### config.mk
export PLATFORM = sky130hd
export DESIGN_NAME = idu
export DESIGN_NICKNAME = d
export VERILOG_FILES = /design/src/hw/rv_pkg.sv /design/src/hw/core_if_pkg.sv /design/src/hw/mux_key.sv /design/src/hw/idu.sv
export SDC_FILE = /design/constraint.sdc
export NUM_CORES = 1
export LEC_CHECK = 0
export BUFFER_PORTS_ARGS = -buffer_cell sky130_fd_sc_hd__buf_2
export CAP_MARGIN = 10
export CORE_AREA = 2 2 140 142
export DETAILED_ROUTE_END_ITERATION = 12
export DIE_AREA = 0 0 142 144
export PLACE_DENSITY = 0.46
export REMOVE_ABC_BUFFERS = 1
export SLEW_MARGIN = 20
export SYNTH_ARGS = -nofsm -noshare
export SYNTH_HDL_FRONTEND = slang
export SYNTH_HIERARCHICAL = 1
export SYNTH_SLANG_ARGS = --single-unit
export TNS_END_PERCENT = 20
### constraint.sdc
create_clock -name vclk -period 9.3
set_input_delay 1.86 -clock vclk [all_inputs]
set_output_delay 1.86 -clock vclk [all_outputs]
set_load 0.02 [all_outputs]
### src/hw/rv_pkg.sv
// RV64I base types
`default_nettype none

package rv_pkg;

  localparam int xlen  = 64;  // data path width
  localparam int ilen  = 32;  // instruction word width
  localparam int nregs = 32;  // architectural registers

  // major opcodes needed outside the decode tables
  localparam logic [6:0] opc_lui    = 7'b0110111;
  localparam logic [6:0] opc_auipc  = 7'b0010111;
  localparam logic [6:0] opc_jal    = 7'b1101111;
  localparam logic [6:0] opc_branch = 7'b1100011;
  localparam logic [6:0] opc_store  = 7'b0100011;

  localparam logic [ilen-1:0] ebreak_word = 32'h00100073;  // exact encoding

  typedef logic [xlen-1:0]          xlen_t;     // register, imm, pc, result
  typedef logic [ilen-1:0]          inst_t;
  typedef logic [$clog2(nregs)-1:0] reg_idx_t;
  typedef logic [5:0]               shamt_t;    // rv64 shift amount

  typedef enum logic [4:0] {
    op_lui,
    op_auipc,
    op_jal,
    op_jalr,
    op_bne,
    op_bge,
    op_addi,
    op_addiw,
    op_sltiu,
    op_xori,
    op_andi,
    op_slli,
    op_srli,
    op_srai,
    op_add,
    op_sub,
    op_sltu,
    op_or,
    op_and,
    op_addw,
    op_sllw,
    op_ebreak,
    op_illegal   // also the table miss value
  } op_t;

endpackage

`default_nettype wire

### src/hw/core_if_pkg.sv
// Core interface records
`default_nettype none

package core_if_pkg;

  import rv_pkg::*;

  // request from the environment
  typedef struct packed {
    inst_t inst;
    xlen_t pc;
  } issue_t;

  // decoder output, imm already picked by format
  typedef struct packed {
    op_t      op;
    reg_idx_t rd;
    reg_idx_t rs1;
    reg_idx_t rs2;
    xlen_t    imm;
    shamt_t   shamt;
  } decoded_t;

  // one record per retired instruction
  typedef struct packed {
    reg_idx_t rd;
    logic     wen;      // low for x0 or non-writing ops
    xlen_t    wdata;
    xlen_t    next_pc;
    logic     ebreak;
    logic     illegal;
  } retire_t;

endpackage

`default_nettype wire

### src/hw/mux_key.sv
// Keyed lookup mux
`timescale 1ns/1ps
`default_nettype none

module mux_key #(
  parameter int nr_key   = 2,
  parameter int key_len  = 1,
  parameter int data_len = 1
) (
  input  logic [key_len-1:0]                  key,
  input  logic [data_len-1:0]                 default_out,
  input  logic [nr_key*(key_len+data_len)-1:0] lut,  // {key, data} pairs
  output logic [data_len-1:0]                 out
);

  // each pair holds the key above its data, first listed pair at the top
  always_comb begin
    out = default_out;  // no hit
    for (int i = 0; i < nr_key; i++) begin
      if (lut[i*(key_len+data_len)+data_len +: key_len] == key) begin
        out = lut[i*(key_len+data_len) +: data_len];
      end
    end
  end

endmodule

`default_nettype wire

### src/hw/idu.sv
// RV64I instruction decoder
`timescale 1ns/1ps
`default_nettype none

module idu import rv_pkg::*, core_if_pkg::*; (
  input  inst_t    inst,
  output decoded_t dec
);

  logic [$bits(op_t)-1:0] hit_i;  // funct3+opcode forms
  logic [$bits(op_t)-1:0] hit_u;  // opcode only forms
  logic [$bits(op_t)-1:0] hit_r;  // funct7+funct3+opcode
  logic [$bits(op_t)-1:0] hit_s;  // funct6 shifts
  op_t                    op;
  xlen_t                  imm_i;
  xlen_t                  imm_s;
  xlen_t                  imm_b;
  xlen_t                  imm_u;
  xlen_t                  imm_j;

  assign imm_i = {{(xlen-12){inst[31]}}, inst[31:20]};
  assign imm_s = {{(xlen-12){inst[31]}}, inst[31:25], inst[11:7]};
  assign imm_b = {{(xlen-13){inst[31]}}, inst[31], inst[7], inst[30:25], inst[11:8], 1'b0};
  assign imm_u = {{(xlen-32){inst[31]}}, inst[31:12], 12'b0};
  assign imm_j = {{(xlen-21){inst[31]}}, inst[31], inst[19:12], inst[20], inst[30:21], 1'b0};

  mux_key #(.nr_key(8), .key_len(10), .data_len($bits(op_t))) u_tab_i (
    .key         ({inst[14:12], inst[6:0]}),
    .default_out (op_illegal),
    .lut ({
      10'b000_1100111, op_jalr,
      10'b001_1100011, op_bne,
      10'b101_1100011, op_bge,
      10'b000_0010011, op_addi,
      10'b011_0010011, op_sltiu,
      10'b100_0010011, op_xori,
      10'b111_0010011, op_andi,
      10'b000_0011011, op_addiw
    }),
    .out         (hit_i)
  );

  mux_key #(.nr_key(3), .key_len(7), .data_len($bits(op_t))) u_tab_u (
    .key         (inst[6:0]),
    .default_out (op_illegal),
    .lut ({
      opc_lui,   op_lui,
      opc_auipc, op_auipc,
      opc_jal,   op_jal
    }),
    .out         (hit_u)
  );

  mux_key #(.nr_key(7), .key_len(17), .data_len($bits(op_t))) u_tab_r (
    .key         ({inst[31:25], inst[14:12], inst[6:0]}),
    .default_out (op_illegal),
    .lut ({
      17'b0000000_000_0110011, op_add,
      17'b0100000_000_0110011, op_sub,
      17'b0000000_011_0110011, op_sltu,
      17'b0000000_110_0110011, op_or,
      17'b0000000_111_0110011, op_and,
      17'b0000000_000_0111011, op_addw,
      17'b0000000_001_0111011, op_sllw
    }),
    .out         (hit_r)
  );

  // shamt[5] sits in bit 25, so only funct6 is keyed
  mux_key #(.nr_key(3), .key_len(16), .data_len($bits(op_t))) u_tab_s (
    .key         ({inst[31:26], inst[14:12], inst[6:0]}),
    .default_out (op_illegal),
    .lut ({
      16'b000000_001_0010011, op_slli,
      16'b000000_101_0010011, op_srli,
      16'b010000_101_0010011, op_srai
    }),
    .out         (hit_s)
  );

  // tables are disjoint, at most one of them hits
  always_comb begin
    if (inst == ebreak_word) begin
      op = op_ebreak;
    end else if (op_t'(hit_i) != op_illegal) begin
      op = op_t'(hit_i);
    end else if (op_t'(hit_u) != op_illegal) begin
      op = op_t'(hit_u);
    end else if (op_t'(hit_r) != op_illegal) begin
      op = op_t'(hit_r);
    end else begin
      op = op_t'(hit_s);  // op_illegal on a full miss
    end
  end

  always_comb begin
    dec.op    = op;
    dec.rd    = inst[11:7];
    dec.rs1   = inst[19:15];
    dec.rs2   = inst[24:20];
    dec.shamt = inst[25:20];
    case (inst[6:0])  // format by major opcode
      opc_lui, opc_auipc: dec.imm = imm_u;
      opc_jal:            dec.imm = imm_j;
      opc_branch:         dec.imm = imm_b;
      opc_store:          dec.imm = imm_s;
      default:            dec.imm = imm_i;
    endcase
  end

endmodule

`default_nettype wire

Word-level counts from Yosys, hierarchy flattened
Cells that the tools add are included.
{"block": "word_totals", "word_cells": 57, "output_inout_bits": 90, "inputBits": 32, "reg_bits": 0}
{"block": "op_classes", "eq_ne": 30, "reduce_logical": 1, "mux": 26}
{"operator": "$pmux W31 S4", "n": 1}
{"operator": "$mux W5", "n": 20}
{"operator": "$eq A10 B17 Y1 const A", "n": 2}
{"operator": "$eq A6 B17 Y1 const A", "n": 2}
{"operator": "$eq A32 B21 Y1 const B", "n": 1}
{"operator": "$eq A10 B10 Y1 const A", "n": 3}
{"operator": "$eq A5 B10 Y1 const A", "n": 2}
{"operator": "$eq A16 B17 Y1 const A", "n": 1}
{"operator": "$eq A8 B17 Y1 const A", "n": 1}
{"operator": "$eq A9 B17 Y1 const A", "n": 1}
{"operator": "$eq A10 B16 Y1 const A", "n": 1}
{"operator": "$eq A15 B16 Y1 const A", "n": 1}
{"operator": "$eq A8 B16 Y1 const A", "n": 1}
{"operator": "$ne A5 B5 Y1 const B", "n": 3}
{"operator": "$eq A7 B6 Y1 const B", "n": 2}
{"operator": "$eq A7 B7 Y1 const B", "n": 2}
{"operator": "$mux W3", "n": 4}
{"operator": "$eq A7 B10 Y1 const A", "n": 1}
{"operator": "$eq A8 B10 Y1 const A", "n": 1}
{"operator": "$eq A9 B10 Y1 const A", "n": 1}
{"operator": "$eq A5 B7 Y1 const A", "n": 1}
{"operator": "$eq A6 B7 Y1 const A", "n": 1}
{"operator": "$eq A7 B5 Y1 const B", "n": 1}
{"operator": "$eq A7 B7 Y1 const A", "n": 1}
{"operator": "2 further kinds", "n": 2}

Longest topological paths before layout
Gate-level depths: netlist of run 1.
{"block": "logic_depth", "word_depth": 13, "mapped_depth": 12, "ltp_nobuf": 11}

By module
Netlist of run 1, hierarchy kept.
{"module": "mux_key at u_tab_r", "instances": 1, "seq_area_each_um2": 0.0, "area_per_inst_um2": 1926.8, "cells_per_inst": 251}
{"module": "mux_key at u_tab_i", "instances": 1, "seq_area_each_um2": 0.0, "area_per_inst_um2": 1515.2, "cells_per_inst": 180}
{"module": "idu", "instances": 1, "seq_area_each_um2": 0.0, "area_per_inst_um2": 1089.8, "cells_per_inst": 151}
{"module": "mux_key at u_tab_s", "instances": 1, "seq_area_each_um2": 0.0, "area_per_inst_um2": 688.2, "cells_per_inst": 86}
{"module": "mux_key at u_tab_u", "instances": 1, "seq_area_each_um2": 0.0, "area_per_inst_um2": 382.9, "cells_per_inst": 49}

Least setup slack after synthesis of run 1
OpenSTA, ideal clock, no wires.
{"block": "synth_path", "kind": "input port to output port", "start": "in inst[1]", "end": "out dec[87] (netlist bit)", "required_ps": 7440, "arrival_time_ps": 4183, "path_slack_ps": 3257, "stages": 11, "path_buffers": 1, "cell_sequence": "buf_4 xor2_1 nor4_1 nand4_2 nand3_2 or3b_4 o311a_1 and4bb_2 nand2_1 o21ai_0 o21ai_0"}
{"element": "start: declaration", "line_no": "idu.sv:6", "source": "input inst_t inst,"}
{"element": "end: declaration", "line_no": "idu.sv:7", "source": "output decoded_t dec"}

==> results_dict.tcl, run 1 <==
set metrics [dict create \
    maximum_fanout_encountered_on_the_critical_timing_path 25 \
    grt_antenna_before_repair 0 \
    grtUsageTotal 0.151 \
    wire_length_of_the_first_global_routing_pass_um 25000 \
    maxCapViolCount 0 \
    number_of_port_buffers 122 \
    fill_cell_instance_count_of_the_final_layout 2087 \
    timing.final.max_slew_violations 0 \
    synth_area_leader_cell "sky130_fd_sc_hd__xor2_1" \
    timing_hold_violations_final 0 \
    std_cell_rows 51 \
    synthDominantCellAreaShare 0.220 \
    detailedRoute.firstIterationViolations 136 \
    wl_per_cell_um 11.2 \
    post_synth_num_cell_types 67 \
    grt_remaining_overflow 0 \
    power.leakage_nw 3.56 \
    die_h_um 144 \
    peakVddDrop_v 0.0000402 \
    fin_nets 1176 \
    synth.top_cells.by_area "sky130_fd_sc_hd__xor2_1, sky130_fd_sc_hd__xnor2_1, sky130_fd_sc_hd__buf_4" \
    totalNegativeSetupSlack_ns 0 \
    drtAntennaViolNets 0 \
    placement.cell_area_um2 7320 \
    drt-vias-per-instance 3.81 \
    finalInstanceArea_um2 7320 \
    fmaxAchievable_mhz 146 \
    maximum_number_of_pins_on_one_net_before_global_route_repair 48 \
    sequential_element_share_of_the_synthesized_area 0 \
    core_region_area_um2 19100 \
    power.density_cell_area_nw_per_um2 37.1 \
    holdCritPathClass "input port to output pin" \
    syn-instance-count 717 \
    cts_resized 0 \
    post-route-drc-count 0 \
    timing_worst_slew_pin_value_ns 0.913 \
    postSynthAreaPerCell_um2 7.81 \
    first_global_vias 4683 \
    numSequentialCells 0 \
    critical_path_required_ns 7.44 \
    dp_hpwl_um 11200 \
    run_status "finished, final reports clean" \
    whs_path_depth 2 \
    hold_slack_ns 3.98 \
    timing.final.crit_share 0.737 \
    holdBufCountCts 0 \
    drive_above_1_share 0.143 \
    detailroute.via_count 5254 \
    wirelength_um 15400 \
    cp-end-kind "output pin" \
    critical_path.startpoint "inst[3]" \
    finalWeightedCongestion 0.778 \
    cts_setup_buffers 0 \
    die_width_um 142 \
    seqCellArea_um2 0 \
    mappedNetlistArea_um2 5600 \
    maxSlewHeadroom 0.386 \
    yosysWarningCount 6 \
    flow.area_growth_from_synthesis_pct 30.6 \
    rsz0062_at_grt "no" \
    timing.critical_path.arrival_ns 4.99 \
    finalWorstSetupSlack_ns 2.45 \
    firstDrtPassIters 4 \
    category_of_the_critical_setup_timing_path "input port to output pin" \
    preCtsSetupSlack_ns 2.36 \
    worstSetupStartpointType "input port" \
    report.final.setup_viol 0 \
    min_period_ns 6.85 \
    ioPinCount 122 \
    initial_utilization 0.294 \
    diodes 0 \
    nClkBuffers 0 \
    min-delay-start "inst[9]" \
    die_area_um2 20400 \
]
[cell families (layout without fill, tap and decap cells)]
family                    Yosys count  count (layout)  synth area share
xor gates and xnor gates          268             268             0.432
AOI/OAI and AO/OA                 100             100             0.141
buffers and inverters             116             150             0.138
other                               2             393           0.00134
muxes                              25              25            0.0458
and+or+nand+nor                   206             206             0.243
[critical path: stages]
cell and delay, ns:
sky130_fd_sc_hd__buf_2 0.62, sky130_fd_sc_hd__xor2_1 0.20, sky130_fd_sc_hd__nor4_1 0.07, sky130_fd_sc_hd__nand4_1 0.29, sky130_fd_sc_hd__nand3_2 0.19, sky130_fd_sc_hd__or3b_4 0.46, sky130_fd_sc_hd__o311a_1 0.38, sky130_fd_sc_hd__and4bb_2 0.36
sky130_fd_sc_hd__nand2_1 0.11, sky130_fd_sc_hd__a211oi_1 0.16, sky130_fd_sc_hd__o21ai_0 0.10, sky130_fd_sc_hd__buf_2 0.16
[where the power goes]
group | internal (mW) | switching [mW] | leakage (nW)
sequential | 0 | 0 | 0
clock | 0 | 0 | 0
combinational | 0.106 | 0.165 | 3.56
total | 0.106 | 0.165 | 3.56
[placed cells by master (no fill, tap or decap), drive strengths merged, types with 3 or more instances in the layout]
cell / Yosys / layout
conb: 2 / 393
xor2: 142 / 142
xnor2: 126 / 126
buf: 87 / 123
nor4: 41 / 41
nand4: 39 / 39
inv: 27 / 27
nor2: 23 / 23
nor3: 22 / 22
mux2i: 20 / 20
a21o: 19 / 19
a211oi: 16 / 16
nand3: 14 / 14
nand2: 11 / 11
o21ai: 9 / 9
nor2b: 9 / 9
and2: 9 / 9
nand2b: 7 / 7
and3b: 7 / 7
o2111ai: 6 / 6
o221ai: 6 / 6
o21bai: 6 / 6
or3: 6 / 6
a22o: 5 / 5
o22ai: 5 / 5
o311a: 5 / 5
mux2: 5 / 5
a22oi: 5 / 5
a221oi: 5 / 5
nand4b: 3 / 3
nor3b: 3 / 3
and3: 3 / 3
a21boi: 3 / 3
a21oi: 3 / 3
[area by class of cell]
type	count	area, um2	share of cell area
inverter	27	101	0.0139
multi-input combinational	992	6300	0.861
tap	238	298	0.0407
timing repair buffer	123	618	0.0845
[stage by stage]
step | cells | power, mW | util
final | 1380 | 0.271 | 0.384
after global routing | 1380 | 0.304 | 0.384
after CTS | 1380 | 0.273 | 0.384
after detailed placement | 1380 | 0.272 | 0.384
after global placement | 1380 | 0.272 | 0.384
after floorplan | 1019 | 0.172 | -
[routing by layer]
metal  track usage  part of all wire  up-vias
li1              -                 -     2941
met2         0.291              0.50       70
met5             0                 0        -
met4        0.0111            0.0075        0
met1         0.197              0.48     2239
met3       0.00199             0.017        4
[Yosys cell counts (6+ instances only)]
cell type / instances
sky130_fd_sc_hd__a211oi_1: 16
sky130_fd_sc_hd__a21o_1: 19
sky130_fd_sc_hd__buf_2: 15
sky130_fd_sc_hd__buf_4: 61
sky130_fd_sc_hd__buf_6: 11
sky130_fd_sc_hd__inv_1: 27
sky130_fd_sc_hd__mux2i_1: 20
sky130_fd_sc_hd__nand2_1: 11
sky130_fd_sc_hd__nand2b_1: 7
sky130_fd_sc_hd__nand3_1: 12
sky130_fd_sc_hd__nand4_1: 35
sky130_fd_sc_hd__nor2_1: 23
sky130_fd_sc_hd__nor2b_1: 8
sky130_fd_sc_hd__nor3_1: 22
sky130_fd_sc_hd__nor4_1: 34
sky130_fd_sc_hd__o2111ai_1: 6
sky130_fd_sc_hd__o21ai_0: 9
sky130_fd_sc_hd__o221ai_1: 6
sky130_fd_sc_hd__xnor2_1: 122
sky130_fd_sc_hd__xor2_1: 141
[worst paths after layout]
kind,to,slack [ns]
worst min-delay path,dec[82],3.98
worst max-delay path,dec[87],2.45
Note: power is estimated with default switching activity, not from simulation.
==> run 2, diff against run 1 <==
==> constraint.sdc (replaced) <==
create_clock -name vclk -period 6.6
set_input_delay 1.32 -clock vclk [all_inputs]
set_output_delay 1.32 -clock vclk [all_outputs]
set_load 0.02 [all_outputs]
==> run 2 against run 1 <==
Against the previous run:
- via count about the same
- non-clock buffer count is 9 higher
- wire length grew 1.1%
- sequential cell count stayed put
- first-iteration DRC count down 15%
- cell count is 0.65% higher
- core utilization up 0.35 points
- largest power group unchanged
- highest routed layer is now met3
==> results_dict.tcl, run 2 (synthesized netlist as in run 1, its figures left out) <==
set metrics [dict create \
    die_width_um 142 \
    report.final.setup_viol 0 \
    critical_path.cell_chain "buf_2, xor2_1, nor4_1, nand4_1, nand3_2, or3b_4, o311a_1, and4bb_2, nand2_1, a211oi_1, o21ai_0, buf_2" \
    die_h_um 144 \
    first_global_vias 4704 \
    timing_worst_slew_pin_value_ns 0.833 \
    power.leakage_nw 3.60 \
    post-route-drc-count 0 \
    fmaxAchievable_mhz 173 \
    drive_above_1_share 0.149 \
    category_of_the_critical_setup_timing_path "input port to output pin" \
    finalWeightedCongestion 0.790 \
    cp-end-kind "output pin" \
    cts_setup_buffers 0 \
    report.power.total_mw 0.385 \
    power.density_cell_area_nw_per_um2 52.2 \
    wl_per_cell_um 11.2 \
    ioPinCount 122 \
    grt_remaining_overflow 0 \
    crit_cells 12 \
    met3_wirelength_um 193 \
    maximum_fanout_encountered_on_the_critical_timing_path 20 \
    place_inst 1389 \
    layout.cells.most_common "sky130_fd_sc_hd__conb_1" \
    grtUsageTotal 0.153 \
    worstSetupStartpointType "input port" \
    die_area_um2 20400 \
    cts_resized 0 \
    grt_antenna_before_repair 0 \
    peakVddDrop_v 0.0000798 \
    fin_nets 1185 \
    final_core_utilization 0.387 \
    whs_path_depth 2 \
    wl_met2_um 7730 \
    maximum_number_of_pins_on_one_net_before_global_route_repair 34 \
    finalNonFillerCells 1389 \
    maxCapViolCount 0 \
    critical_path_required_ns 5.28 \
    timing.final.max_slew_violations 0 \
    run_status "finished, final reports clean" \
    std_cell_rows 51 \
    holdBufCountCts 0 \
    core_region_area_um2 19100 \
    number_of_port_buffers 122 \
    timing_hold_violations_final 0 \
    crit_family "simple AND/OR/NAND/NOR gates" \
    detailroute.via_count 5259 \
    seqCellArea_um2 0 \
    drtAntennaViolNets 0 \
    hold_slack_ns 2.89 \
    timing.critical_path.buf_inv 2 \
    holdCritPathClass "input port to output pin" \
    initial_utilization 0.294 \
    top_layer "met3" \
    nClkBuffers 0 \
    critical_path.most_common_cell "sky130_fd_sc_hd__buf_2" \
    timing.critical_path.arrival_ns 4.46 \
    numSequentialCells 0 \
    dp_hpwl_um 11700 \
    drt-vias-per-instance 3.79 \
    mostFrequentLayoutCells "sky130_fd_sc_hd__conb_1, sky130_fd_sc_hd__xor2_1, sky130_fd_sc_hd__buf_2, sky130_fd_sc_hd__xnor2_1, sky130_fd_sc_hd__nand4_1" \
    worst_path_max_delay_cell "sky130_fd_sc_hd__buf_2" \
    firstDrtPassIters 4 \
    maxSlewHeadroom 0.445 \
    wire_length_of_the_first_global_routing_pass_um 25400 \
    rsz0062_at_grt "no" \
    detail_route.wirelength.met1_um 7650 \
    detailedRoute.firstIterationViolations 115 \
    diodes 0 \
    timing.final.crit_share 0.876 \
    min_period_ns 5.78 \
    totalNegativeSetupSlack_ns 0 \
    flow.area_growth_from_synthesis_pct 31.8 \
    wirelength_um 15600 \
    slowest_delay_ns 0.57 \
]
[run 2: through the flow]
step                      setup slack, ns  instance area (um2)
after floorplan                      1.65                 6400
after global placement              0.777                 7380
after detailed placement            0.776                 7380
after CTS                           0.774                 7380
after global routing                0.570                 7380
final                               0.815                 7380
[run 2: power by group]
group / leakage (nW) / internal [mW] / switching [mW] / total, mW
Combinational: 3.60 / 0.152 / 0.233 / 0.385
Sequential: 0 / 0 / 0 / 0
Clock: 0 / 0 / 0 / 0
Total: 3.60 / 0.152 / 0.233 / 0.385
[run 2: path summary, 6_finish.rpt]
path                 start       to  slack [ns]
setup / recovery  inst[13]  dec[87]        0.82
hold / removal     inst[9]  dec[82]        2.89
[run 2: area by class of cell]
class | count | area (um2)
Timing Repair Buffer | 132 | 686
Tap cell | 238 | 298
Inverter | 27 | 101
Multi-Input combinational cell | 992 | 6300
Fill cell | 2059 | 11700
[run 2: metal layers]
layer | global-route usage | vias to the layer above
li1 | - | 2963
met1 | 0.212 | 2239
met2 | 0.286 | 57
met3 | 0 | 0
met4 | 0 | 0
met5 | 0 | -
